**src/source/riscv_pkg.sv**
```systemverilog
`default_nettype none

package riscv_pkg;

  typedef logic [63:0] xlen_t;
  typedef logic [31:0] inst_t;
  typedef logic [4:0]  reg_addr_t;
  typedef logic [2:0]  alu_op_t;
  typedef logic [1:0]  wb_sel_t;
  typedef logic [1:0]  fwd_sel_t;

  // Major opcodes
  localparam logic [6:0] OPC_OP     = 7'b0110011;
  localparam logic [6:0] OPC_OP_IMM = 7'b0010011;
  localparam logic [6:0] OPC_LUI    = 7'b0110111;
  localparam logic [6:0] OPC_LOAD   = 7'b0000011;
  localparam logic [6:0] OPC_STORE  = 7'b0100011;
  localparam logic [6:0] OPC_BRANCH = 7'b1100011;
  localparam logic [6:0] OPC_JAL    = 7'b1101111;

  // funct3 codes
  localparam logic [2:0] F3_ADD_SUB = 3'b000;
  localparam logic [2:0] F3_SLT     = 3'b010;
  localparam logic [2:0] F3_XOR     = 3'b100;
  localparam logic [2:0] F3_OR      = 3'b110;
  localparam logic [2:0] F3_AND     = 3'b111;
  localparam logic [2:0] F3_DOUBLE  = 3'b011;
  localparam logic [2:0] F3_BEQ     = 3'b000;
  localparam logic [2:0] F3_BNE     = 3'b001;

  localparam alu_op_t ALU_ADD    = 3'd0;
  localparam alu_op_t ALU_SUB    = 3'd1;
  localparam alu_op_t ALU_AND    = 3'd2;
  localparam alu_op_t ALU_OR     = 3'd3;
  localparam alu_op_t ALU_XOR    = 3'd4;
  localparam alu_op_t ALU_SLT    = 3'd5;
  localparam alu_op_t ALU_PASS_B = 3'd6;

  localparam wb_sel_t WB_ALU = 2'd0;
  localparam wb_sel_t WB_MEM = 2'd1;
  localparam wb_sel_t WB_PC4 = 2'd2;

  localparam fwd_sel_t FWD_REG = 2'd0;
  localparam fwd_sel_t FWD_MEM = 2'd1;
  localparam fwd_sel_t FWD_WB  = 2'd2;

  // addi x0, x0, 0
  localparam inst_t NOP_INST = 32'h0000_0013;

endpackage

`default_nettype wire

```
**src/source/core_control.sv**
```systemverilog
`timescale 1ns/10ps
`default_nettype none

module core_control (
  input  riscv_pkg::inst_t     id_inst,
  input  riscv_pkg::reg_addr_t ex_rs1,
  input  riscv_pkg::reg_addr_t ex_rs2,
  input  riscv_pkg::reg_addr_t ex_rd,
  input  logic                 ex_mem_read,
  input  riscv_pkg::reg_addr_t mem_rd,
  input  logic                 mem_reg_write,
  input  riscv_pkg::reg_addr_t wb_rd,
  input  logic                 wb_reg_write,
  input  logic                 branch_taken,
  output logic                 stall,
  output logic                 flush,
  output riscv_pkg::fwd_sel_t  fwd_a,
  output riscv_pkg::fwd_sel_t  fwd_b,
  output riscv_pkg::reg_addr_t id_rs1,
  output riscv_pkg::reg_addr_t id_rs2,
  output riscv_pkg::reg_addr_t id_rd,
  output riscv_pkg::xlen_t     id_imm,
  output riscv_pkg::alu_op_t   id_alu_op,
  output logic                 id_alu_src_imm,
  output logic                 id_mem_read,
  output logic                 id_mem_write,
  output logic                 id_reg_write,
  output riscv_pkg::wb_sel_t   id_wb_sel,
  output logic                 id_branch,
  output logic                 id_branch_ne,
  output logic                 id_jump
);

  logic [6:0]       opcode;
  logic [2:0]       funct3;
  riscv_pkg::xlen_t imm_i;
  riscv_pkg::xlen_t imm_s;
  riscv_pkg::xlen_t imm_b;
  riscv_pkg::xlen_t imm_u;
  riscv_pkg::xlen_t imm_j;

  assign opcode = id_inst[6:0];
  assign funct3 = id_inst[14:12];
  assign id_rd  = id_inst[11:7];

  // Sign-extended immediates for each format
  assign imm_i = {{52{id_inst[31]}}, id_inst[31:20]};
  assign imm_s = {{52{id_inst[31]}}, id_inst[31:25], id_inst[11:7]};
  assign imm_b = {{51{id_inst[31]}}, id_inst[31], id_inst[7], id_inst[30:25],
                  id_inst[11:8], 1'b0};
  assign imm_u = {{32{id_inst[31]}}, id_inst[31:12], 12'b0};
  assign imm_j = {{43{id_inst[31]}}, id_inst[31], id_inst[19:12], id_inst[20],
                  id_inst[30:21], 1'b0};

  // Unused sources stay at x0 so they never stall or forward
  always_comb begin
    id_rs1         = '0;
    id_rs2         = '0;
    id_imm         = imm_i;
    id_alu_op      = riscv_pkg::ALU_ADD;
    id_alu_src_imm = 1'b0;
    id_mem_read    = 1'b0;
    id_mem_write   = 1'b0;
    id_reg_write   = 1'b0;
    id_wb_sel      = riscv_pkg::WB_ALU;
    id_branch      = 1'b0;
    id_branch_ne   = 1'b0;
    id_jump        = 1'b0;
    case (opcode)
      riscv_pkg::OPC_OP: begin
        id_rs1       = id_inst[19:15];
        id_rs2       = id_inst[24:20];
        id_reg_write = 1'b1;
        case (funct3)
          riscv_pkg::F3_ADD_SUB:
            id_alu_op = id_inst[30] ? riscv_pkg::ALU_SUB : riscv_pkg::ALU_ADD;
          riscv_pkg::F3_SLT: id_alu_op = riscv_pkg::ALU_SLT;
          riscv_pkg::F3_XOR: id_alu_op = riscv_pkg::ALU_XOR;
          riscv_pkg::F3_OR:  id_alu_op = riscv_pkg::ALU_OR;
          riscv_pkg::F3_AND: id_alu_op = riscv_pkg::ALU_AND;
          default:           id_reg_write = 1'b0;
        endcase
      end
      riscv_pkg::OPC_OP_IMM: begin
        if (funct3 == riscv_pkg::F3_ADD_SUB) begin
          id_rs1         = id_inst[19:15];
          id_alu_src_imm = 1'b1;
          id_reg_write   = 1'b1;
        end
      end
      riscv_pkg::OPC_LUI: begin
        id_imm         = imm_u;
        id_alu_op      = riscv_pkg::ALU_PASS_B;
        id_alu_src_imm = 1'b1;
        id_reg_write   = 1'b1;
      end
      riscv_pkg::OPC_LOAD: begin
        if (funct3 == riscv_pkg::F3_DOUBLE) begin
          id_rs1         = id_inst[19:15];
          id_alu_src_imm = 1'b1;
          id_mem_read    = 1'b1;
          id_reg_write   = 1'b1;
          id_wb_sel      = riscv_pkg::WB_MEM;
        end
      end
      riscv_pkg::OPC_STORE: begin
        if (funct3 == riscv_pkg::F3_DOUBLE) begin
          id_rs1         = id_inst[19:15];
          id_rs2         = id_inst[24:20];
          id_imm         = imm_s;
          id_alu_src_imm = 1'b1;
          id_mem_write   = 1'b1;
        end
      end
      riscv_pkg::OPC_BRANCH: begin
        if (funct3 == riscv_pkg::F3_BEQ || funct3 == riscv_pkg::F3_BNE) begin
          id_rs1       = id_inst[19:15];
          id_rs2       = id_inst[24:20];
          id_imm       = imm_b;
          id_branch    = 1'b1;
          id_branch_ne = (funct3 == riscv_pkg::F3_BNE);
        end
      end
      riscv_pkg::OPC_JAL: begin
        id_imm       = imm_j;
        id_jump      = 1'b1;
        id_reg_write = 1'b1;
        id_wb_sel    = riscv_pkg::WB_PC4;
      end
      default: begin
      end
    endcase
  end

  // Load in execute feeding the decode instruction
  assign stall = ex_mem_read && (ex_rd != '0) && (ex_rd == id_rs1 || ex_rd == id_rs2);
  assign flush = branch_taken;

  // Memory stage wins over write-back
  function automatic riscv_pkg::fwd_sel_t fwd_pick(
    input riscv_pkg::reg_addr_t rs,
    input riscv_pkg::reg_addr_t m_rd,
    input logic                 m_we,
    input riscv_pkg::reg_addr_t w_rd,
    input logic                 w_we
  );
    if (rs == '0) return riscv_pkg::FWD_REG;
    if (m_we && m_rd == rs) return riscv_pkg::FWD_MEM;
    if (w_we && w_rd == rs) return riscv_pkg::FWD_WB;
    return riscv_pkg::FWD_REG;
  endfunction

  always_comb begin
    fwd_a = fwd_pick(ex_rs1, mem_rd, mem_reg_write, wb_rd, wb_reg_write);
    fwd_b = fwd_pick(ex_rs2, mem_rd, mem_reg_write, wb_rd, wb_reg_write);
  end

endmodule

`default_nettype wire

```
**config.mk**
```make
export PLATFORM = sky130hd
export DESIGN_NAME = core_control
export DESIGN_NICKNAME = d
export VERILOG_FILES = /design/src/source/riscv_pkg.sv /design/src/source/core_control.sv
export SDC_FILE = /design/constraint.sdc
export NUM_CORES = 1
export LEC_CHECK = 0
export BUFFER_PORTS_ARGS = -buffer_cell sky130_fd_sc_hd__clkbuf_2
export CAP_MARGIN = 20
export CORE_MARGIN = 2
export CORE_UTILIZATION = 38
export DETAILED_ROUTE_END_ITERATION = 10
export PLACE_DENSITY_LB_ADDON = 0.05
export SETUP_SLACK_MARGIN = 0.02
export SYNTH_ARGS = -nofsm -noshare
export SYNTH_HDL_FRONTEND = slang
export SYNTH_SLANG_ARGS = --single-unit
export TNS_END_PERCENT = 50
```
**constraint.sdc**
```tcl
create_clock -name vclk -period 2.2
set_clock_uncertainty 0.05 [all_clocks]
set_input_delay 0.22 -clock vclk [all_inputs]
set_output_delay 0.22 -clock vclk [all_outputs]
set_load 0.03 [all_outputs]
```
Yosys cells after proc, flatten, opt, wreduce, memory -nomap -nowiden:

Index checks and enable logic that the tools add are counted.

* equal/unequal tests: 19
* mux-type cells: 51
* reduce and logical (&&, ||, !) cells: 15

Operator list (count)
* $pmux W31 S4: 1
* $eq A5 B5 Y1: 6
* $mux W5: 6
* $mux W1: 24
* $mux W2: 12
* $eq A7 B6 Y1 const B: 3
* $pmux W5 S4: 1
* $pmux W3 S5: 1
* $pmux W5 S3: 1
* $eq A7 B7 Y1 const B: 2
* $mux W12: 1
* $logic_not A5 Y1: 2
* $eq A3 B3 Y1 const B: 3
* $eq A7 B2 Y1 const B: 1
* $eq A7 B5 Y1 const B: 1
* $eq A3 B2 Y1 const B: 2
* $logic_and A1 B1 Y1: 6
* $pmux W3 S2: 1
* $reduce_bool A5 Y1: 1
* $reduce_or A5 Y1: 1
* $pmux W1 S4: 1
* $pmux W2 S2: 1
* $reduce_or A2 Y1: 2
* $eq A3 B1 Y1 const B: 1
* 3 further kinds: 4

* flip-flop bits (word level): 0
* bits of input ports: 61
* output and inout bits: 97
* logic and storage cells: 85

Logic depth before layout (Yosys ltp):

* depth in word-level cells: 9
* gate-level depth with buffers: 8
* mapped depth without buffers: 6

Worst setup path after synthesis:

Ideal clock, no wire load.

* path kind: input -> output
* start point: in id_inst[4]
* end point: out stall
* data arrival time: 2.017 ns
* data required time: 1.930 ns
* setup slack: -0.087 ns
* stages: 6
* buffers on the path: 1
* cell sequence: buf_2 -> or4_4 -> a31oi_4 -> and2_4 -> o221ai_2 -> o32ai_2

* cells in the longest elaborated chain, start to end: 6
* elaborated cells on any way between the ends: 12
* those cells by class: eq/ne: 7; mux: 2; reduce/logical: 3

Ends and longest elaborated chain
* from (decl): RTL line core_control.sv:5 `input riscv_pkg::inst_t id_inst,`
* $eq A7 B6 Y1 / $eq A7 B2 Y1 (equally long branches): RTL line core_control.sv:69 `case (opcode)`
* $reduce_or A2 Y1 (no source line)
* $pmux W5 S4 *: RTL line core_control.sv:69
* named net id_rs1[3]: RTL line core_control.sv:19 `output riscv_pkg::reg_addr_t id_rs1,`
* $eq A5 B5 Y1 *: RTL line core_control.sv:136 `assign stall = ex_mem_read && (ex_rd != '0) && (ex_rd == id_rs1 || ex_rd == id_rs2);`
* $logic_or A1 B1 Y1 *: RTL line core_control.sv:136
* $logic_and A1 B1 Y1 *: RTL line core_control.sv:136
* to (decl): RTL line core_control.sv:15 `output logic stall,`

The timed path passes the listed nets; every way through them passes the cells marked *.

Worst setup path in the final report:

* start point: in id_inst[6]
* end point: out stall

* cells in the longest elaborated chain, start to end: 6
* elaborated cells on any way between the ends: 12
* those cells by class: eq/ne: 7; mux: 2; reduce/logical: 3

Ends and longest elaborated chain (RTL line)
* $eq A7 B6 Y1 / $eq A7 B2 Y1 (equally long branches): core_control.sv:69
* $reduce_or A2 Y1 (no source line)
* $pmux W5 S4: core_control.sv:69
* $eq A5 B5 Y1: core_control.sv:136
* $logic_or A1 B1 Y1 *: core_control.sv:136
* $logic_and A1 B1 Y1 *: core_control.sv:136

Mark *: on every way between the ends. The rest lies on a longest branch, timed or not.

==> flow_summary.yaml <==
drt:
  drtPass1Iterations: 4
  drc: 0
  wl_um: 5470
  viasPerCell: 5.02
  routed.top_layer: "met4"
  routed-wl-met2_um: 2800
  first_iter_violations: 48
  route.met3.wl_um: 381
  dr_total_vias: 2048
  wl_per_cell_um: 13.4
  ant_nets: 0
  drt-met1-wl_um: 2260
synthesis:
  yosys.area.top_type: "buf_4"
  synth_top_area_share: 0.194
  synth_most_common_cell: "buf_4"
  synthTopCellsByCount: "buf_4 (40), a21o_1 (21), nor2_1 (19)"
  synth_cell_types: 47
  netlist_instances: 227
  synthesis.nets: 288
  syn_area_um2: 1550
  avgSynthCellArea_um2: 6.82
  seq_area_frac_synth: 0
  yosys_warnings: 0
  ys_top_cells_by_area: "buf_4 (19%), a21o_1 (10%), xnor2_1 (9.0%), xor2_1 (5.7%), nor2_1 (4.6%)"
sta:
  hold_viol: 0
  period_needed_ns: 2.13
  hold_ws_ns: 0.390
  slew_violations: 0
  fin_tns_setup_ns: 0
  relSlewSlack: 0.490
  finalCritPeriodShare: 0.966
  finalWorstSetupSlack_ns: 0.0748
  fmaxAchievable_mhz: 471
  tightest_slew_ns: 0.764
  finalSetupViolCount: 0
min_path:
  hold-path-endpoint: "flush"
  hold_depth: 0
  min_from: "branch_taken"
  holdCritPathClass: "in -> out"
pwr:
  p_per_area_nw_per_um2: 218
  finalPower_uw: 512
  leakage_uw: 0.00132
  peakVddDrop_mv: 0.154
placement:
  hpwl_um: 4650
  io_buffers: 156
  gp_congestion: 0.858
  place_ws_ns: -0.0227
final_layout:
  syn2layout_area_growth_pct: 51.2
  layout.nets: 421
  seq_area_um2: 0
  n_antenna_cell: 0
  clockBufferCount: 0
  flops_and_latches: 0
  layout-drive-gt1-share: 0.589
global_route:
  grt_first_pass_wirelength_um: 7640
  overflow: 0
  grt_pass1_vias: 1717
  antenna_found_initial: 0
  grt_max_degree: 21
  grt_usage: 0.208
die:
  coreArea_um2: 3970
  num_rows: 23
  die_w_um: 67.8
  fp.dieArea_um2: 4600
  initial_utilization: 0.390
  die_h_um: 67.8
  num_io_pins: 158
critical_path:
  cp_max_fo: 8
  cp-start-kind: "primary input"
  worstPathRequired_ns: 1.93
  cp-end-kind: "primary output"
  crit_type: "in -> out"
  arrival_ns: 1.86
clock_tree:
  ctsHoldBuffers: 0
outcome:
  status: "finished clean"
run:
  maxCapViolations: 0
-- cell usage in the layout (no fill, tap or decap), drive strengths merged, types with 5 or more instances in the layout --
cell type	n
a21o	21
a21oi	7
xor2	10
nand4	5
nor2b	10
nand2	10
clkbuf	154
o21ai	6
nand3	8
nor2	19
a22o	5
buf	28
nor3	9
and2	11
xnor2	16
-- critical path, stage by stage --
cell and delay (ns):
clkbuf_2 0.15, buf_4 0.14, inv_2 0.05, buf_4 0.13
o211ai_1 0.14, a31oi_4 0.12, buf_6 0.15, a211oi_4 0.21
a21oi_2 0.07, o32ai_4 0.28, clkbuf_8 0.20
-- routing by layer --
layer  up-vias  GRT usage
met1       928      0.260
met4         0     0.0125
li1       1029          -
met2        89      0.401
met5         -          0
met3         2     0.0181
-- area by class of cell --
type,instances,area (um2)
timing repair buffer,182,1000
tap,50,62.6
inverter,3,11.3
multi-input combinational,173,1260
fill,403,1630
-- worst max path at each step --
stage	slack, ns	startpoint	to
after floorplan	0.02	id_inst[4]	stall
after global placement	-0.005	id_inst[4]	stall
after detailed placement	-0.02	id_inst[4]	stall
after CTS	0.02	id_inst[4]	stall
after global routing	-0.009	id_inst[6]	stall
final	0.07	id_inst[6]	stall
-- logic make-up after synthesis --
group / Yosys count / synth area share
xor+xnor: 26 / 0.147
buf+inv: 54 / 0.231
simple gates: 94 / 0.358
mux: 1 / 0.00727
compound gates: 52 / 0.257
-- timing repair --
action	CTS	global route
resized for setup	5	15
setup endpoints to repair	1	5
setup buffers	0	3
pin swaps	4	7
-- power breakdown --
group | switching [uW] | internal [uW]
Sequential | 0 | 0
Clock | 0 | 0
Combinational | 325 | 186
-- per-stage QoR --
step / cell area [um2] / utilization / std cells
floorplan: 1570 / - / 227
global placement: 2240 / 0.564 / 405
detailed placement: 2240 / 0.564 / 405
CTS: 2260 / 0.570 / 405
global route: 2340 / 0.590 / 408
finish: 2340 / 0.590 / 408
Note: power is estimated with default switching activity, not from simulation.
