$ cat config.mk
export PLATFORM = sky130hd
export DESIGN_NAME = fetch_stage
export DESIGN_NICKNAME = d
export VERILOG_FILES = /design/src/source/riscv_pkg.sv /design/src/source/fetch_stage.sv
export SDC_FILE = /design/constraint.sdc
export NUM_CORES = 1
export LEC_CHECK = 0
export ABC_AREA = 1
export BUFFER_PORTS_ARGS = -buffer_cell sky130_fd_sc_hd__buf_2
export CAP_MARGIN = 10
export CELL_PAD_IN_SITES_DETAIL_PLACEMENT = 0
export CELL_PAD_IN_SITES_GLOBAL_PLACEMENT = 1
export CORE_ASPECT_RATIO = 1.2
export CORE_MARGIN = 8
export CORE_UTILIZATION = 35
export DETAILED_ROUTE_END_ITERATION = 8
export GPL_ROUTABILITY_DRIVEN = 1
export GPL_TIMING_DRIVEN = 0
export PLACE_DENSITY_LB_ADDON = 0.15
export RECOVER_POWER = 50
export SLEW_MARGIN = 10
export SYNTH_ARGS = -nofsm -noshare
export SYNTH_HDL_FRONTEND = slang
export SYNTH_SLANG_ARGS = --single-unit
export TNS_END_PERCENT = 1
$ cat constraint.sdc
create_clock -name clk -period 4.16 [get_ports clk]
set_input_delay 0.832 -clock clk [delete_from_list [all_inputs] [get_ports clk]]
set_output_delay 0.832 -clock clk [all_outputs]
set_load 0.02 [all_outputs]
$ cat src/source/riscv_pkg.sv
`default_nettype none

package riscv_pkg;

  typedef logic [63:0] xlen_t;
  typedef logic [31:0] inst_t;
  typedef logic [4:0]  reg_addr_t;
  typedef logic [2:0]  alu_op_t;
  typedef logic [1:0]  wb_sel_t;
  typedef logic [1:0]  fwd_sel_t;

  // Major opcodes
  localparam logic [6:0] OPC_OP     = 7'b0110011;
  localparam logic [6:0] OPC_OP_IMM = 7'b0010011;
  localparam logic [6:0] OPC_LUI    = 7'b0110111;
  localparam logic [6:0] OPC_LOAD   = 7'b0000011;
  localparam logic [6:0] OPC_STORE  = 7'b0100011;
  localparam logic [6:0] OPC_BRANCH = 7'b1100011;
  localparam logic [6:0] OPC_JAL    = 7'b1101111;

  // funct3 codes
  localparam logic [2:0] F3_ADD_SUB = 3'b000;
  localparam logic [2:0] F3_SLT     = 3'b010;
  localparam logic [2:0] F3_XOR     = 3'b100;
  localparam logic [2:0] F3_OR      = 3'b110;
  localparam logic [2:0] F3_AND     = 3'b111;
  localparam logic [2:0] F3_DOUBLE  = 3'b011;
  localparam logic [2:0] F3_BEQ     = 3'b000;
  localparam logic [2:0] F3_BNE     = 3'b001;

  localparam alu_op_t ALU_ADD    = 3'd0;
  localparam alu_op_t ALU_SUB    = 3'd1;
  localparam alu_op_t ALU_AND    = 3'd2;
  localparam alu_op_t ALU_OR     = 3'd3;
  localparam alu_op_t ALU_XOR    = 3'd4;
  localparam alu_op_t ALU_SLT    = 3'd5;
  localparam alu_op_t ALU_PASS_B = 3'd6;

  localparam wb_sel_t WB_ALU = 2'd0;
  localparam wb_sel_t WB_MEM = 2'd1;
  localparam wb_sel_t WB_PC4 = 2'd2;

  localparam fwd_sel_t FWD_REG = 2'd0;
  localparam fwd_sel_t FWD_MEM = 2'd1;
  localparam fwd_sel_t FWD_WB  = 2'd2;

  // addi x0, x0, 0
  localparam inst_t NOP_INST = 32'h0000_0013;

endpackage

`default_nettype wire

$ cat src/source/fetch_stage.sv
`timescale 1ns/10ps
`default_nettype none

module fetch_stage #(
  parameter riscv_pkg::xlen_t RESET_PC = '0
) (
  input  logic             clk,
  input  logic             rst_n,
  input  logic             stall,
  input  logic             flush,
  input  riscv_pkg::xlen_t redirect_pc,
  input  riscv_pkg::inst_t inst_in,
  output riscv_pkg::xlen_t pc_out,
  output riscv_pkg::inst_t id_inst,
  output riscv_pkg::xlen_t id_pc
);

  riscv_pkg::xlen_t pc_next;

  // Redirect beats stall, static not-taken otherwise
  always_comb begin
    if (flush) begin
      pc_next = redirect_pc;
    end else if (stall) begin
      pc_next = pc_out;
    end else begin
      pc_next = pc_out + 64'd4;
    end
  end

  always_ff @(posedge clk) begin
    if (!rst_n) begin
      pc_out <= RESET_PC;
    end else begin
      pc_out <= pc_next;
    end
  end

  // Fetch/decode register
  always_ff @(posedge clk) begin
    if (!rst_n || flush) begin
      id_inst <= riscv_pkg::NOP_INST;
    end else if (!stall) begin
      id_inst <= inst_in;
    end
  end

  always_ff @(posedge clk) begin
    if (!stall) begin
      id_pc <= pc_out;
    end
  end

endmodule

`default_nettype wire

# Yosys cells after proc, flatten, opt, wreduce, memory -nomap -nowiden
# Cells that the tools add are included.
# totals
out_inout_bits	160
in_bits	100
register_bits	160
# op_classes
reduce_logical	2
n_mux	2
add_sub_neg	1
eq_ne	1
# op_table
op	count
$mux W64	2
$add A64 B3 Y64 const B	1
$ne A2 B1 Y1 const B	1
$logic_not A1 Y1	1
$logic_or A1 B1 Y1	1

# Logic depth before layout (Yosys ltp)
# Gate-level depths: netlist (run 1).
# logic_depth
ltp_word	3
mapped_depth	11
ltp_nobuf	11

# Worst setup path before layout (run 1)
# OpenSTA, ideal clock, no wires.
# synth_path
path_kind	input port to flip-flop
start	input port stall
end	register id_pc[0], enable pin
setup_slack_ps	656
arrival_time_ps	3051
n_path_buf	2
required_time_ps	3707
setup_ps	453
cell_stages	3
path_cell_list	buf_2 inv_2 buf_1
# synth_lines
item	line_no	rtl
from (decl)	fetch_stage.sv:9	input logic stall,
to (signal assigned)	fetch_stage.sv:50	id_pc <= pc_out;
to (decl)	fetch_stage.sv:15	output riscv_pkg::xlen_t id_pc
# No word-level cell between the ends.

# Worst setup path after layout (run 1)
# layout_path
start	input port stall
end	register id_pc[34], enable pin
# No word-level cell between the ends.

==> results of run 1 <==
==> logic make-up after synthesis <==
| kind of cell | Yosys count | synth area share [%] |
|---|---|---|
| XOR/XNOR | 19 | 2.11 |
| AND/OR/NAND/NOR | 543 | 30.0 |
| flip-flops | 160 | 48.8 |
| AO/OA/AOI/OAI | 169 | 11.2 |
| buffers and inverters | 159 | 7.75 |
| adder cells (fa/ha/maj) | 1 | 0.159 |
==> synthesized netlist by cell type, types with 3 or more instances <==
library cell  instances  area, um^2
nand3_1              57         285
xnor2_1               7        61.3
inv_1               123         462
nand2_1             324        1220
a31oi_1              15        93.8
buf_1                 6        22.5
nand2_4               4        45.0
buf_2                11        55.1
xor2_1               12         105
o21ai_1              20         100
inv_2                 3        11.3
nor2_1              100         375
a21oi_1              79         395
clkbuf_1             16        60.1
nand2_2              18         113
nor2_4                9         101
o21ai_0              51         255
dfxtp_1              96        1920
edfxtp_1             64        1920
nor2_2               17         106
nand4_1               8        50.1
==> final timing paths <==
path | endpoint | slack (ns)
setup / recovery | id_pc[34] | 1.29
hold / removal | id_inst[25] | 0.46
setup reg to reg | pc_out[44] | 2.10
hold reg to reg | id_inst[25] | 0.46
==> through the flow <==
step                hold slack, ns  power, uW  std cells
detailed placement           0.436       2300       1589
floorplan                    0.533       2090       1051
global route                 0.483       3980       1623
finish                       0.464       3840       1623
CTS                          0.466       3890       1621
global placement             0.438       2300       1588
==> final cells by class <==
cell class	instances	area (um^2)	share of cell area [%]
clock inverters	15	159	1.59
well taps	279	349	3.49
repair buffers	259	1190	11.9
plain buffers	33	135	1.35
inverters	126	473	4.73
multi-input cells	732	3420	34.2
flip-flops and latches	160	3840	38.4
diodes	2	5.00	0.0501
clock buffers	17	425	4.26
==> flip-flops by register name, indices dropped and copies added, names as in the netlist <==
| signal | flops |
|---|---|
| id_inst | 32 |
| id_pc | 64 |
| pc_out | 64 |
==> power by group through the flow <==
stage	clock, uW	combinational [uW]	sequential [uW]
after detailed placement	0	463	1840
after CTS	1620	464	1800
after floorplan	0	161	1930
final	1600	442	1800
after global placement	0	458	1840
after global routing	1680	490	1810
==> critical path, cell delays in order <==
cell	delay [ns]
buf_2	0.17
inv_2	0.17
clkbuf_1	1.45
buf_12	0.32
==> cell usage in the layout (no fill, tap or decap), drive strengths merged <==
cell and count:
nand2 346, buf 172, inv 137, clkbuf 137, nor2 128, dfxtp 96, a21oi 80, o21ai 72
edfxtp 64, nand3 58, a31oi 15, xor2 12, nand4 8, xnor2 7, clkinv 4, diode 2
nand3b 2, nor3 1, a22o 1, o211ai 1, ha 1
==> routing by layer <==
layer / up-vias / GRT usage, %
li1: 3941 / -
met1: 3601 / 23.5
met2: 230 / 36.3
met3: 29 / 6.19
met4: 6 / 5.63
met5: - / 0
==> impl_metrics.json, run 1 <==
{
  "hp-class": "reg -> reg",
  "ctsHoldBuffers": 0,
  "setup_tns_ns": 0,
  "post_cts_resized": 0,
  "timing.final.crit_share_pct": 69.1,
  "fin_skew_ns": 0.0118,
  "critical_path_required_ns": 4.28,
  "p_int_uw": 2670,
  "violations": "capacitance limit, slew limit",
  "drt_drc_violations_left": 0,
  "fin_nets": 1430,
  "dr.max_layer_used": "met5",
  "outcome": "complete, but fails checks",
  "place.port_buffers": 258,
  "min-delay-start": "id_inst[25]",
  "insertion_delay_ns": 0.43,
  "clkTransAtPathRegs_ns": 0.08,
  "die_w_um": 153,
  "num-fill-cells": 2388,
  "cp_max_fo": 39,
  "r2r.worst_path.cells": 9,
  "wl_met2_mm": 14.3,
  "die_h_um": 180,
  "post_synth.cell_area_avg_um2": 7.49,
  "preCtsSetupSlack_ns": 1.54,
  "r2r-start": "pc_out[2]",
  "cp.arrival_ns": 2.99,
  "drive_above_1_share_pct": 19.1,
  "placed_area_um2": 9540,
  "avgViaCountPerCell": 4.81,
  "row_count": 60,
  "cts_setup_buffers": 0,
  "dr.pass1.iters": 6,
  "ir_drop_mv": 0.276,
  "area_growth_pct": 27.0,
  "overflow": 0,
  "cts_tree": "yes",
  "seqPwrFrac_pct": 46.9,
  "io_pins": 260,
  "max-clock-path-buffers": 2,
  "grt_pass1_vias": 7921,
  "startpoint": "stall",
  "initial_core_util_pct": 35.3,
  "htree_levels": 4,
  "power_frac_clock_pct": 41.6,
  "synth_edf_count": 64,
  "p_leak_uw": 0.00408,
  "hpwl_mm": 22.7,
  "final_util_pct": 44.8,
  "cts_buffers": 17,
  "grt_usage_pct": 20.5,
  "syn_nets": 1152,
  "syn_area_um2": 7870,
  "ys_seq_area_share_pct": 48.8,
  "rsz0062_at_grt": "false",
  "grt_max_degree": 40,
  "dieArea_um2": 27600,
  "synthCells": 1051,
  "m1WireLength_mm": 11.9,
  "synth-async-reset-ratio_pct": 0,
  "root_buffer": "clkbuf_16",
  "pwr-share-comb_pct": 11.5,
  "clock-sinks": 160,
  "ys_types": 30,
  "core-area_um2": 22300,
  "detail-route-antenna-nets": 0,
  "wl_per_cell_um": 17.6,
  "vias": 7807,
  "postLayoutCellArea_um2": 10000,
  "switching_power_uw": 1170,
  "tightest_slew_ns": 2.00,
  "cap_violations": 1,
  "max-slew-margin-rel_pct": -33.1,
  "wl_met3_mm": 1.90,
  "final.setup.worst_slack_ns": 1.29,
  "fmax_mhz": 348,
  "synth_seq_cells": 160,
  "finalWirelength_mm": 28.6,
  "yosysWarnings": 0,
  "finalSetupViolCount": 0,
  "gp_congestion": 0.890,
  "antenna_found_initial": 5,
  "startpoint_type": "primary input",
  "min_path_cells": 2,
  "yosys_most_used_dff": "dfxtp_1",
  "swShare_pct": 30.5,
  "power.density_nw_per_um2": 384,
  "crit_type": "in -> reg",
  "grt_first_pass_wirelength_mm": 44.2,
  "end_kind": "flop",
  "hold_violations": 0,
  "min_period_ns": 2.87,
  "drt_iter0_markers": 380,
  "final_max_slew_viol_count": 35
}
No activity file was read; power rests on OpenSTA's default activity.
==> run 2, diff against run 1 <==
--- a/config.mk
+++ b/config.mk
@@ -5,7 +5,7 @@
 export SDC_FILE = /design/constraint.sdc
 export NUM_CORES = 1
 export LEC_CHECK = 0
-export ABC_AREA = 1
+export ABC_AREA = 0
 export BUFFER_PORTS_ARGS = -buffer_cell sky130_fd_sc_hd__buf_2
 export CAP_MARGIN = 10
 export CELL_PAD_IN_SITES_DETAIL_PLACEMENT = 0
==> constraint.sdc (replaced) <==
create_clock -name clk -period 2.75 [get_ports clk]
set_input_delay 0.55 -clock clk [delete_from_list [all_inputs] [get_ports clk]]
set_output_delay 0.55 -clock clk [all_outputs]
set_load 0.02 [all_outputs]
==> run 2 against run 1 <==
The run now ends clean; sequential power grew 53%; cell count down 28%; first-iteration DRC count down 35%; area after synthesis down 14%; die area shrank 12%; highest routed layer unchanged; largest cell class unchanged; routed wire length down 21%; design area down 11%.
==> impl_metrics.json, run 2 <==
{
  "syn_area_um2": 6800,
  "yosys_most_used_dff": "dfxtp_1",
  "avgViaCountPerCell": 5.13,
  "synth_top_cell_by_area": "dfxtp_1",
  "synth_edf_count": 64,
  "end_kind": "flop",
  "synth.most_common_cell": "dfxtp_1",
  "antenna_found_initial": 6,
  "io_pins": 260,
  "htree_levels": 4,
  "r2r.worst_path.cells": 6,
  "power.density_nw_per_um2": 647,
  "overflow": 0,
  "dp_cells": 1131,
  "row_count": 56,
  "finalSetupViolCount": 0,
  "fin_nets": 990,
  "r2r-end": "pc_out[49]",
  "rrSetupSlack_ns": 0.28,
  "ys_seq_area_share_pct": 56.5,
  "finalWirelength_mm": 22.5,
  "yosysWarnings": 0,
  "ys_types": 50,
  "cp_max_fo": 10,
  "cp.arrival_ns": 2.83,
  "die_w_um": 143,
  "cts_tree": "yes",
  "synth_seq_cells": 160,
  "hold_violations": 0,
  "synth-async-reset-ratio_pct": 0,
  "reg_top3": "id_pc x64, pc_out x64, id_inst x32",
  "final_max_slew_viol_count": 0,
  "root_buffer": "clkbuf_16",
  "insertion_delay_ns": 0.43,
  "post_synth.cell_area_avg_um2": 11.1,
  "mostFrequentLayoutCell": "buf_2",
  "fin_cells": 1166,
  "min_path_cells": 2,
  "fmax_mhz": 404,
  "wl_per_cell_um": 19.3,
  "grt_first_pass_wirelength_mm": 33.9,
  "clock-sinks": 160,
  "r2r-start": "pc_out[25]",
  "grt_usage_pct": 18.3,
  "die_h_um": 169,
  "timing.final.crit_share_pct": 89.9,
  "outcome": "completed",
  "grt_max_degree": 65,
  "startpoint_type": "flop",
  "tightest_slew_ns": 0.861,
  "synth_common_cells": "dfxtp_1, edfxtp_1, o21ai_0",
  "rsz0062_at_grt": "false",
  "min_period_ns": 2.47,
  "dieArea_um2": 24200,
  "clkTransAtPathRegs_ns": 0.07,
  "core-area_um2": 19300,
  "drt_drc_violations_left": 0,
  "max-clock-path-buffers": 2,
  "ctsHoldBuffers": 0,
  "drive_above_1_share_pct": 23.8,
  "hold_end": "pc_out[14]",
  "drt_iter0_markers": 247,
  "yosys-top-cells-area": "dfxtp_1, edfxtp_1, mux2i_1",
  "place.port_buffers": 259,
  "area_growth_pct": 30.6,
  "cap_violations": 0,
  "cts_buffers": 17,
  "p_leak_uw": 0.00361,
  "gp_congestion": 0.803,
  "final_cell_mix": "buf_2, clkbuf_1, dfxtp_1",
  "synthCells": 611,
  "critical_path_required_ns": 3.10,
  "grt_pass1_vias": 6142,
  "synth_top_area_share_pct": 28.3,
  "vias": 5986,
  "crit_type": "reg -> reg",
  "hp-class": "in -> reg",
  "min-delay-start": "redirect_pc[14]",
  "syn_nets": 712,
  "placed_area_um2": 8420,
  "fin_skew_ns": 0.0115,
  "ir_drop_mv": 0.402,
  "initial_core_util_pct": 35.3,
  "dr.pass1.iters": 4,
  "max-slew-margin-rel_pct": 42.6,
  "postLayoutCellArea_um2": 8880,
  "detail-route-antenna-nets": 0,
  "hpwl_mm": 17.3
}
[run 2: layer usage]
layer / vias to the layer above / track usage [%] / share of wire [%]
met3: 25 / 7.47 / 9.3
met5: - / 0 / 0.24
met2: 213 / 31.7 / 50
met4: 10 / 5.08 / 1.0
li1: 2859 / - / -
met1: 2879 / 20.2 / 40
[run 2: critical path, stage by stage, from the launching register on]
cell and delay (ns):
dfxtp_1 0.54, nand4_1 0.22, nor4_4 0.61, nand4_2 0.25, buf_2 0.26, or3_1 0.36, a31oi_1 0.15
[run 2: logic make-up after synthesis]
| kind of cell | synth area share [%] |
|---|---|
| AOI/OAI and AO/OA | 12.1 |
| xor gates and xnor gates | 4.25 |
| adders and majority gates | 0.184 |
| buffers and inverters | 3.06 |
| DFF | 56.5 |
| muxes | 5.15 |
| and+or+nand+nor | 18.7 |
[run 2: cell type report]
type	instances	area (um^2)
Inverter	8	32.5
Clock inverter	15	148
Tap cell	261	327
Multi-Input combinational cell	406	2750
Clock buffer	17	425
Antenna cell	3	7.51
Fill cell	1912	10400
Timing Repair Buffer	259	1170
Sequential cell	160	3840
Buffer	37	176
[run 2: worst max-delay path by stage]
stage / end / depth (start not counted) / start
after floorplan: id_pc[0] / 3 / stall
final: pc_out[49] / 6 / pc_out[25]
after global routing: pc_out[53] / 6 / pc_out[25]
after detailed placement: pc_out[42] / 7 / stall
after CTS: pc_out[42] / 7 / pc_out[3]
after global placement: id_pc[1] / 4 / stall
[run 2: stage by stage]
step / hold WS, ns / setup slack [ns] / utilization (%) / total power [uW] / setup TNS, ns
final: 0.347 / 0.278 / 46.1 / 5740 / 0
after global routing: 0.329 / 0.122 / 46.1 / 5960 / 0
after CTS: 0.321 / 0.111 / 46.7 / 5840 / 0
after detailed placement: 0.455 / 0.110 / 43.7 / 3500 / 0
after global placement: 0.444 / -0.778 / 43.7 / 3490 / -49.36
after floorplan: 0.562 / 0.000375 / - / 3180 / 0
[run 2: timing repair]
action                                  CTS  global route
setup buffers                             0             0
hold endpoints to repair                  0             0
endpoints found under the setup margin    0             2
gates resized for setup                   0             1
[run 2: report_power, final]
part | internal [uW] | leakage (uW) | switching, uW | total, uW
clock | 1270 | 0.000282 | 1050 | 2320
combinational | 230 | 0.00189 | 428 | 658
sequential | 2620 | 0.00145 | 138 | 2760
total | 4130 | 0.00361 | 1620 | 5740
