--- src/source/riscv_pkg.sv ---
`default_nettype none

package riscv_pkg;

  typedef logic [63:0] xlen_t;
  typedef logic [31:0] inst_t;
  typedef logic [4:0]  reg_addr_t;
  typedef logic [2:0]  alu_op_t;
  typedef logic [1:0]  wb_sel_t;
  typedef logic [1:0]  fwd_sel_t;

  // Major opcodes
  localparam logic [6:0] OPC_OP     = 7'b0110011;
  localparam logic [6:0] OPC_OP_IMM = 7'b0010011;
  localparam logic [6:0] OPC_LUI    = 7'b0110111;
  localparam logic [6:0] OPC_LOAD   = 7'b0000011;
  localparam logic [6:0] OPC_STORE  = 7'b0100011;
  localparam logic [6:0] OPC_BRANCH = 7'b1100011;
  localparam logic [6:0] OPC_JAL    = 7'b1101111;

  // funct3 codes
  localparam logic [2:0] F3_ADD_SUB = 3'b000;
  localparam logic [2:0] F3_SLT     = 3'b010;
  localparam logic [2:0] F3_XOR     = 3'b100;
  localparam logic [2:0] F3_OR      = 3'b110;
  localparam logic [2:0] F3_AND     = 3'b111;
  localparam logic [2:0] F3_DOUBLE  = 3'b011;
  localparam logic [2:0] F3_BEQ     = 3'b000;
  localparam logic [2:0] F3_BNE     = 3'b001;

  localparam alu_op_t ALU_ADD    = 3'd0;
  localparam alu_op_t ALU_SUB    = 3'd1;
  localparam alu_op_t ALU_AND    = 3'd2;
  localparam alu_op_t ALU_OR     = 3'd3;
  localparam alu_op_t ALU_XOR    = 3'd4;
  localparam alu_op_t ALU_SLT    = 3'd5;
  localparam alu_op_t ALU_PASS_B = 3'd6;

  localparam wb_sel_t WB_ALU = 2'd0;
  localparam wb_sel_t WB_MEM = 2'd1;
  localparam wb_sel_t WB_PC4 = 2'd2;

  localparam fwd_sel_t FWD_REG = 2'd0;
  localparam fwd_sel_t FWD_MEM = 2'd1;
  localparam fwd_sel_t FWD_WB  = 2'd2;

  // addi x0, x0, 0
  localparam inst_t NOP_INST = 32'h0000_0013;

endpackage

`default_nettype wire

--- src/source/mem_wb_stage.sv ---
`timescale 1ns/10ps
`default_nettype none

module mem_wb_stage (
  input  logic                 clk,
  input  logic                 rst_n,
  input  riscv_pkg::reg_addr_t mem_rd,
  input  logic                 mem_reg_write,
  input  riscv_pkg::wb_sel_t   mem_wb_sel,
  input  riscv_pkg::xlen_t     mem_alu_result,
  input  riscv_pkg::xlen_t     mem_pc4,
  input  riscv_pkg::xlen_t     mem_rdata,
  output riscv_pkg::reg_addr_t wb_rd,
  output logic                 wb_reg_write,
  output riscv_pkg::xlen_t     wb_data
);

  riscv_pkg::wb_sel_t wb_sel;
  riscv_pkg::xlen_t   wb_alu_result;
  riscv_pkg::xlen_t   wb_pc4;
  riscv_pkg::xlen_t   wb_rdata;

  // x0 writes never retire
  always_ff @(posedge clk) begin
    if (!rst_n) begin
      wb_reg_write <= 1'b0;
    end else begin
      wb_reg_write <= mem_reg_write && (mem_rd != '0);
    end
  end

  always_ff @(posedge clk) begin
    wb_rd         <= mem_rd;
    wb_sel        <= mem_wb_sel;
    wb_alu_result <= mem_alu_result;
    wb_pc4        <= mem_pc4;
    wb_rdata      <= mem_rdata;
  end

  always_comb begin
    case (wb_sel)
      riscv_pkg::WB_MEM: wb_data = wb_rdata;
      riscv_pkg::WB_PC4: wb_data = wb_pc4;
      default:           wb_data = wb_alu_result;
    endcase
  end

endmodule

`default_nettype wire

--- config.mk ---
export PLATFORM = sky130hd
export DESIGN_NAME = mem_wb_stage
export DESIGN_NICKNAME = d
export VERILOG_FILES = /design/src/source/riscv_pkg.sv /design/src/source/mem_wb_stage.sv
export SDC_FILE = /design/constraint.sdc
export NUM_CORES = 1
export LEC_CHECK = 0
export BUFFER_PORTS_ARGS = -buffer_cell sky130_fd_sc_hd__clkbuf_2
export CELL_PAD_IN_SITES_DETAIL_PLACEMENT = 0
export CELL_PAD_IN_SITES_GLOBAL_PLACEMENT = 2
export CORE_MARGIN = 2
export CORE_UTILIZATION = 25
export DETAILED_ROUTE_END_ITERATION = 10
export PLACE_DENSITY_LB_ADDON = 0.1
export SYNTH_ARGS = -nofsm -noshare
export SYNTH_HDL_FRONTEND = slang
export SYNTH_SLANG_ARGS = --single-unit
--- constraint.sdc ---
create_clock -name clk -period 1.9 [get_ports clk]
set_clock_uncertainty 0.1 [all_clocks]
set_input_delay 0.285 -clock clk [delete_from_list [all_inputs] [get_ports clk]]
set_output_delay 0.285 -clock clk [all_outputs]
set_load 0.02 [all_outputs]
==> results of run 1 <==
[kinds of logic after synthesis]
logic type | after synthesis | share of synthesized area [%]
flops | 200 | 76.4
buf+inv | 30 | 2.96
fa+ha+maj | 2 | 0.477
simple gates | 65 | 4.70
compound gates | 129 | 15.5
[stage by stage]
stage / instances / setup WS, ns / cell area, um^2 / hold slack [ns] / utilization, %
after floorplan: 426 / 0.0492 / 5240 / 0.213 / -
after global placement: 947 / 0.0481 / 6960 / 0.288 / 34.1
after detailed placement: 947 / 0.00390 / 6960 / 0.289 / 34.1
==> results.yml, run 1 <==
placed_design:
  portBuffers: 271
  globalplace.congestion: 0.721
  place.detailed.hpwl_um: 10500
synth:
  synthTopCellsByArea: "sky130_fd_sc_hd__dfxtp_1, sky130_fd_sc_hd__a22oi_1, sky130_fd_sc_hd__o21ai_0, sky130_fd_sc_hd__nand2_1, sky130_fd_sc_hd__buf_4"
  sequential_fraction_of_the_synthesis_area_pct: 76.4
  ys_async_sr_fraction_pct: 0
  ys.flop_type: "sky130_fd_sc_hd__dfxtp_1"
  syn-cell-area_um2: 5240
  library_cell_with_the_highest_instance_count_after_synthesis: "sky130_fd_sc_hd__dfxtp_1"
  synth_cell_type_count: 11
  ys_ff_latch: 200
  netlist_top_cells_count: "sky130_fd_sc_hd__dfxtp_1, sky130_fd_sc_hd__a22oi_1, sky130_fd_sc_hd__nand2_1, sky130_fd_sc_hd__o21ai_0"
  netlist_instances: 426
  total_nets_after_synthesis: 630
  synth_largest_area_cell: "sky130_fd_sc_hd__dfxtp_1"
  synth_enable_flop_cells: 0
  synthDominantCellAreaShare_pct: 76.4
  syn-mean-instance-area_um2: 12.3
  yosysWarnings: 0
outcome:
  toolErrorMsg: "[ERROR RSZ-0060] Max buffer count reached."
  status: "aborted with a tool error"
  outcome.stop_stage: "clock tree synthesis (4_1_cts)"
clock_tree:
  htree_levels: 4
  postCtsResizedCells: 134
  cts_root_buffer: "sky130_fd_sc_hd__clkbuf_16"
  numCtsBuffers: 17
  cts_buffer_depth: 2
  post_cts.repair.setup_buffers: 5
  clock_sink_count: 200
  hold_buffers: 198
die:
  num_io_pins: 272
  core.rowCount: 52
  initial_core_utilization_pct: 25.7
  die_w_um: 149
  floorplan.die.height_um: 149
==> run 2: changes to the inputs <==
==> config.mk (replaced) <==
export PLATFORM = sky130hd
export DESIGN_NAME = mem_wb_stage
export DESIGN_NICKNAME = d
export VERILOG_FILES = /design/src/source/riscv_pkg.sv /design/src/source/mem_wb_stage.sv
export SDC_FILE = /design/constraint.sdc
export NUM_CORES = 1
export LEC_CHECK = 0
export BUFFER_PORTS_ARGS = -buffer_cell sky130_fd_sc_hd__clkbuf_2
export CORE_MARGIN = 2
export CORE_UTILIZATION = 20
export DETAILED_ROUTE_END_ITERATION = 10
export PLACE_DENSITY_LB_ADDON = 0.15
export SYNTH_ARGS = -nofsm -noshare
export SYNTH_HDL_FRONTEND = slang
export SYNTH_SLANG_ARGS = --single-unit
==> run 2 against run 1 <==
The flow now finishes, with violations (negative setup slack). Synthesized area did not move. Synthesized cell count did not move.
==> results.yml, run 2 <==
final_layout:
  layout.cells.most_common: "sky130_fd_sc_hd__clkbuf_2"
  postLayoutCellArea_um2: 10900
  final_layout_size_suffix_gt1_share_pct: 45.0
  diodes: 0
  biggestRegsByFlops: "wb_alu_result (64), wb_pc4 (64), wb_rdata (64)"
  area_growth_pct: 107
  fillerInstances: 2418
  commonest_cells_after_routing_fill_and_taps_aside: "sky130_fd_sc_hd__clkbuf_2, sky130_fd_sc_hd__dlygate4sd3_1, sky130_fd_sc_hd__dfxtp_1"
  post-route-util_pct: 41.9
  design.final.nets: 1122
global_routing:
  global_route.peak_usage_layer: "met2"
  use_met1_pct: 15.7
  antenna_violations_before_repair: 0
  globalRouteOverflowTotal: 0
  first_pass_grt_wire_length_um: 29900
  grt_util_met2_pct: 26.3
  grt_util_met3_pct: 4.17
  first_global_vias: 5562
  track_usage_pct: 14.1
  grt_start_max_net_pins: 53
die:
  die_area_um2: 27500
  fp.coreArea_um2: 25900
  num_io_pins: 272
  initial_core_utilization_pct: 20.2
  die_w_um: 166
  core.rowCount: 59
  floorplan.die.height_um: 166
flow_run:
  maxCapViolations: 0
placed_design:
  globalplace.congestion: 0.726
  pre_cts_slack_ns: 0.0452
  dpl-instance-area_um2: 7000
  portBuffers: 271
  place.detailed.hpwl_um: 10300
clock_tree:
  cts_buffer_depth: 2
  htree_levels: 4
  clk_pin_slew_ns: 0.08
  clock_sink_count: 200
  numCtsBuffers: 17
  cts_root_buffer: "sky130_fd_sc_hd__clkbuf_16"
  cts_tree: "done"
hold_path:
  hold_crit_start: "mem_rd[0]"
  min_delay_path_depth: 1
  worst_hold_path_type: "input port to register"
  hold_path_end: "wb_rd[0]"
worst_setup_path:
  worstSetupEndpointType: "output port"
  crit_family: "buffers and inverters"
  worstPathCellList: "inv_2 -> ha_4 -> buf_8 -> clkbuf_16 -> o21ai_1 -> buf_4"
  worst_setup_path_start_kind: "register"
  cp.required_ns: 1.51
  critical-path-max-stage-delay_ns: 0.36
  critical-path-slowest-cell: "sky130_fd_sc_hd__ha_4"
  path_class: "register to output port"
  critical_path_peak_fanout: 9
  arrival_ns: 1.81
  timing.critical_path.buf_inv: 4
route:
  drtIter0Drc: 198
  detail_route.wl_per_cell_um: 16.2
  dr.pass1.iters: 6
  drt_wl_total_um: 20500
  route.vias.total: 5034
  remaining_drc_errors: 0
  route.antenna.remaining_nets: 0
  via_per_inst: 3.98
outcome:
  violations: "negative setup slack"
  status: "finished, violations left"
timing:
  report.final.setup_viol: 64
  post-route-period-util_pct: 116
  finalWorstSetupSlack_ns: -0.295
  timing_worst_slew_pin_value_ns: 0.278
  slew_headroom_pct: 81.5
  setup-tns-final_ns: -15.24
  drv_slew: 0
  layout_min_cycle_time_ns: 2.19
  fmaxAchievable_ghz: 0.456
  grt_setup_unrepaired: "yes"
  hold_violations: 0
power:
  sw_frac_of_total_pct: 27.3
  worst_voltage_drop_across_the_vdd_grid_uv: 647
  power.density_nw_per_um2: 914
  total_power_w: 0.00993
  power.share.clock_pct: 35.9
  intPower_w: 0.00722
  part_of_the_power_in_combinational_logic_pct: 18.8
  total_leakage_power_nw: 4.81
  sequential_share_of_power_pct: 45.3
  p_sw_w: 0.00271
synth:
  syn-cell-area_um2: 5240
  synth_cell_type_count: 11
  synth_largest_area_cell: "sky130_fd_sc_hd__dfxtp_1"
  yosysWarnings: 0
  ys.flop_type: "sky130_fd_sc_hd__dfxtp_1"
  synthDominantCellAreaShare_pct: 76.4
  ys_async_sr_fraction_pct: 0
  library_cell_with_the_highest_instance_count_after_synthesis: "sky130_fd_sc_hd__dfxtp_1"
  syn-mean-instance-area_um2: 12.3
  netlist_instances: 426
  netlist_top_cells_count: "sky130_fd_sc_hd__dfxtp_1, sky130_fd_sc_hd__a22oi_1, sky130_fd_sc_hd__nand2_1, sky130_fd_sc_hd__o21ai_0"
  synth_enable_flop_cells: 0
  synthTopCellsByArea: "sky130_fd_sc_hd__dfxtp_1, sky130_fd_sc_hd__a22oi_1, sky130_fd_sc_hd__o21ai_0, sky130_fd_sc_hd__nand2_1, sky130_fd_sc_hd__buf_4"
  sequential_fraction_of_the_synthesis_area_pct: 76.4
  total_nets_after_synthesis: 630
  ys_ff_latch: 200
run 2: cell counts after synthesis:
Identical to the previous run, type by type.
run 2: area by class of cell:
| class | count | area, um^2 | area share, % |
|---|---|---|---|
| Clock buffer | 18 | 429 | 3.95 |
| Clock inverter | 14 | 155 | 1.43 |
| Inverter | 2 | 7.51 | 0.0691 |
| Multi-Input combinational cell | 196 | 1500 | 13.8 |
| Sequential cell | 200 | 4010 | 36.9 |
| Tap cell | 335 | 419 | 3.86 |
| Timing Repair Buffer | 501 | 4350 | 40.0 |
run 2: worst max path at each step:
| stage | startpoint | end | slack (ns) | depth (start not counted) |
|---|---|---|---|---|
| 2_1_floorplan | wb_sel[0] | wb_data[10] | 0.05 | 5 |
| 3_3_place_gp | wb_sel[1] | wb_data[30] | 0.07 | 6 |
| 3_5_place_dp | wb_sel[1] | wb_data[30] | 0.05 | 6 |
| 4_1_cts | wb_sel[0] | wb_data[16] | -0.31 | 7 |
| 5_1_grt | wb_sel[0] | wb_data[44] | -0.39 | 7 |
| 6_report | wb_sel[0] | wb_data[53] | -0.29 | 6 |
run 2: power groups by stage:
stage	sequential, W	combinational, W	clock, W
global route	0.00452	0.00199	0.00388
floorplan	0.00457	0.000469	0
global placement	0.00457	0.000932	0
CTS	0.00449	0.00167	0.00370
detailed placement	0.00458	0.000933	0
finish	0.00450	0.00187	0.00356
run 2: timing repair:
action | 4_1_cts | 5_1_grt
buffers inserted | 6 | 0
hold endpoints to repair | 200 | 1
hold buffers | 201 | 1
pin swaps | 7 | 6
endpoints found under the setup margin | 64 | 65
gates resized for setup | 189 | 132
cloned | 11 | 7
run 2: stage by stage:
stage | std cells | hold slack (ns)
floorplan | 426 | 0.213
global placement | 1010 | 0.287
detailed placement | 1010 | 0.289
CTS | 1260 | 0.361
global route | 1266 | 0.346
finish | 1266 | 0.349
run 2: cell families after synthesis:
| group | share of synthesized area [%] |
|---|---|
| AND/OR/NAND/NOR | 4.70 |
| adder cells (fa/ha/maj) | 0.477 |
| AO/OA/AOI/OAI | 15.5 |
| buffers and inverters | 2.96 |
| flip-flops | 76.4 |
run 2: layer usage:
metal	part of all wire [%]	up-vias	routed length (um)
li1	-	2462	-
met3	4.6	14	942
met5	0	-	0
met1	41	2391	8410
met4	1.1	0	226
met2	53	167	10900
Power figures use the tool's default switching activity.
==> run 3: changes to the inputs <==
--- a/config.mk
+++ b/config.mk
@@ -9,7 +9,8 @@
 export CORE_MARGIN = 2
 export CORE_UTILIZATION = 20
 export DETAILED_ROUTE_END_ITERATION = 10
-export PLACE_DENSITY_LB_ADDON = 0.15
+export PLACE_DENSITY = 0.46
+export RECOVER_POWER = 25
 export SYNTH_ARGS = -nofsm -noshare
 export SYNTH_HDL_FRONTEND = slang
 export SYNTH_SLANG_ARGS = --single-unit
==> run 3 against run 2 <==
The run still ends with negative setup slack left. Die area stayed put. Sequential power is essentially flat. Non-clock buffer count decreased by 2. Combinational power shrank 3%. Flip-flop and latch count stayed put. Final area is 1.5% lower. Sequential share of layout area grew 0.56 points. Clock power grew 1%. Core utilization shrank 0.63 points. Worst hold slack worse by 0.011 ns. Critical path type unchanged. Largest power group unchanged.
==> results.yml, run 3 (same netlist as run 2, synthesis figures left out) <==
route:
  drt_wl_total_um: 18800
  route.antenna.remaining_nets: 0
  detail_route.wl_per_cell_um: 14.9
  remaining_drc_errors: 0
  dr.pass1.iters: 4
  route.vias.total: 5013
  drtIter0Drc: 212
  via_per_inst: 3.96
clock_tree:
  numCtsBuffers: 17
  cts_buffer_depth: 2
  cts_root_buffer: "sky130_fd_sc_hd__clkbuf_16"
  htree_levels: 4
  clock_sink_count: 200
  cts_tree: "done"
  clk_pin_slew_ns: 0.08
placed_design:
  place.detailed.hpwl_um: 10700
  pre_cts_slack_ns: 0.0451
  portBuffers: 271
  globalplace.congestion: 0.729
  place.detailed.instances: 1016
global_routing:
  first_global_vias: 5454
  first_pass_grt_wire_length_um: 28100
  antenna_violations_before_repair: 1
  grt_start_max_net_pins: 32
  globalRouteOverflowTotal: 0
  track_usage_pct: 13.0
die:
  initial_core_utilization_pct: 20.2
  die_area_um2: 27500
  floorplan.die.height_um: 166
  core.rowCount: 59
  fp.coreArea_um2: 25900
  num_io_pins: 272
  die_w_um: 166
power:
  sw_frac_of_total_pct: 27.1
  sequential_share_of_power_pct: 45.4
  total_leakage_power_nw: 4.73
  intPower_w: 0.00722
  total_power_w: 0.00990
  power.share.clock_pct: 36.4
  power.density_nw_per_um2: 926
  part_of_the_power_in_combinational_logic_pct: 18.3
  p_sw_w: 0.00268
  worst_voltage_drop_across_the_vdd_grid_uv: 474
outcome:
  violations: "negative setup slack"
  status: "finished, violations left"
timing:
  layout_min_cycle_time_ns: 2.16
  hold_violations: 0
  report.final.setup_viol: 64
  fmaxAchievable_ghz: 0.464
  drv_slew: 0
  setup-tns-final_ns: -12.39
  slew_headroom_pct: 83.3
  finalWorstSetupSlack_ns: -0.256
  post-route-period-util_pct: 113
  grt_setup_unrepaired: "yes"
  timing_worst_slew_pin_value_ns: 0.250
worst_setup_path:
  worst_setup_path_start_kind: "register"
  worstSetupEndpointType: "output port"
  arrival_ns: 1.77
  critical_path_peak_fanout: 7
  cp.required_ns: 1.51
  path_class: "register to output port"
final_layout:
  final_layout_size_suffix_gt1_share_pct: 44.1
  biggestRegsByFlops: "wb_alu_result (64), wb_pc4 (64), wb_rdata (64)"
  final_cells: 1265
  design.final.nets: 1120
  layout.cells.most_common: "sky130_fd_sc_hd__clkbuf_2"
  area_growth_pct: 104
  commonest_cells_after_routing_fill_and_taps_aside: "sky130_fd_sc_hd__clkbuf_2, sky130_fd_sc_hd__dlygate4sd3_1, sky130_fd_sc_hd__dfxtp_1"
hold_path:
  worst_hold_path_type: "input port to register"
flow_run:
  maxCapViolations: 0
==> run 3: timing repair <==
item,CTS,global route
setup endpoints to repair,64,65
cloned,3,6
buffers inserted,9,0
hold endpoints to repair,200,0
hold buffers,201,0
gates resized for setup,158,151
pin swaps,16,1
==> run 3: final timing paths <==
check	startpoint	end	depth (start not counted)
max	wb_sel[0]	wb_data[44]	7
min	mem_rd[1]	wb_rd[1]	1
==> run 3: final cells by class <==
| type | count | area (um^2) |
|---|---|---|
| flip-flops and latches | 200 | 4010 |
| clock inverters | 14 | 148 |
| repair buffers | 499 | 4200 |
| diodes | 1 | 2.50 |
| inverters | 2 | 7.51 |
| multi-input cells | 196 | 1470 |
| fillers | 2381 | 15200 |
| well taps | 335 | 419 |
| clock buffers | 18 | 439 |
==> run 3: per-stage QoR <==
stage | util, % | instance area [um^2] | hold WS (ns)
2_1_floorplan | - | 5240 | 0.213
3_3_place_gp | 27.3 | 7060 | 0.288
3_5_place_dp | 27.3 | 7060 | 0.289
4_1_cts | 39.6 | 10300 | 0.355
5_1_grt | 41.3 | 10700 | 0.326
6_report | 41.3 | 10700 | 0.338
==> run 3: power groups by stage <==
stage                     logic [W]  registers [W]  clock network [W]
after global routing        0.00191        0.00451            0.00389
final                       0.00181        0.00449            0.00360
after CTS                   0.00157        0.00448            0.00373
after floorplan            0.000469        0.00457                  0
after detailed placement   0.000956        0.00457                  0
after global placement     0.000957        0.00457                  0
==> run 3: critical path, cell delays in order (launching register included) <==
cell	delay (ns)
sky130_fd_sc_hd__dfxtp_2	0.34
sky130_fd_sc_hd__inv_2	0.04
sky130_fd_sc_hd__ha_4	0.24
sky130_fd_sc_hd__buf_12	0.16
sky130_fd_sc_hd__buf_12	0.13
sky130_fd_sc_hd__buf_16	0.14
sky130_fd_sc_hd__o21ai_2	0.13
sky130_fd_sc_hd__clkbuf_8	0.16
==> run 3: metal layers <==
metal  vias to the layer above  part of all wire (%)  track usage [%]
met4                         0                   3.6             7.11
met2                       185                    53             23.6
li1                       2449                     -                -
met5                         -                     0                0
met3                        54                   5.2             3.55
met1                      2325                    38             13.7
==> run 4: changes to the inputs <==
--- a/config.mk
+++ b/config.mk
@@ -6,10 +6,11 @@
 export NUM_CORES = 1
 export LEC_CHECK = 0
 export BUFFER_PORTS_ARGS = -buffer_cell sky130_fd_sc_hd__clkbuf_2
+export CORE_ASPECT_RATIO = 0.75
 export CORE_MARGIN = 2
-export CORE_UTILIZATION = 20
+export CORE_UTILIZATION = 39
 export DETAILED_ROUTE_END_ITERATION = 10
-export PLACE_DENSITY = 0.46
+export PLACE_DENSITY = 0.75
 export RECOVER_POWER = 25
 export SYNTH_ARGS = -nofsm -noshare
 export SYNTH_HDL_FRONTEND = slang
==> run 4 against run 3 <==
The run now fails in clock tree synthesis (4_1_cts). Synthesized cell count unchanged. Synthesized area stayed put.
==> results.yml, run 4 <==
die:
  initial_core_utilization_pct: 40.1
  die_w_um: 138
  num_io_pins: 272
  floorplan.die.height_um: 104
  core.rowCount: 36
synth:
  synthDominantCellAreaShare_pct: 76.4
  netlist_top_cells_count: "sky130_fd_sc_hd__dfxtp_1, sky130_fd_sc_hd__a22oi_1, sky130_fd_sc_hd__nand2_1, sky130_fd_sc_hd__o21ai_0"
  ys_async_sr_fraction_pct: 0
  synth_enable_flop_cells: 0
  synth_cell_type_count: 11
  library_cell_with_the_highest_instance_count_after_synthesis: "sky130_fd_sc_hd__dfxtp_1"
  synth_largest_area_cell: "sky130_fd_sc_hd__dfxtp_1"
  syn-cell-area_um2: 5240
  netlist_instances: 426
  synthTopCellsByArea: "sky130_fd_sc_hd__dfxtp_1, sky130_fd_sc_hd__a22oi_1, sky130_fd_sc_hd__o21ai_0, sky130_fd_sc_hd__nand2_1, sky130_fd_sc_hd__buf_4"
  sequential_fraction_of_the_synthesis_area_pct: 76.4
  yosysWarnings: 0
  ys.flop_type: "sky130_fd_sc_hd__dfxtp_1"
  syn-mean-instance-area_um2: 12.3
  ys_ff_latch: 200
  total_nets_after_synthesis: 630
clock_tree:
  hold_buffers: 178
  post_cts.repair.setup_buffers: 4
  clock_sink_count: 200
  cts_buffer_depth: 2
  postCtsResizedCells: 181
  cts_root_buffer: "sky130_fd_sc_hd__clkbuf_16"
  htree_levels: 4
  numCtsBuffers: 17
outcome:
  status: "aborted with a tool error"
  toolErrorMsg: "[ERROR RSZ-0060] Max buffer count reached."
  outcome.stop_stage: "clock tree synthesis (4_1_cts)"
placed_design:
  portBuffers: 271
  globalplace.congestion: 0.738
  place.detailed.hpwl_um: 9600
-- run 4: cell counts after synthesis --
Identical to the previous run, type by type.
-- run 4: cell families after synthesis --
group / synth area share [%]
adder cells (fa/ha/maj): 0.477
buffers and inverters: 2.96
AND/OR/NAND/NOR: 4.70
AO/OA/AOI/OAI: 15.5
flip-flops: 76.4
-- run 4: through the flow --
stage	utilization (%)	hold slack [ns]	setup slack [ns]	instances	area, um^2
2_1_floorplan	-	0.213	0.0492	426	5240
3_3_place_gp	52.2	0.288	0.108	849	6820
3_5_place_dp	52.2	0.289	0.0782	849	6820
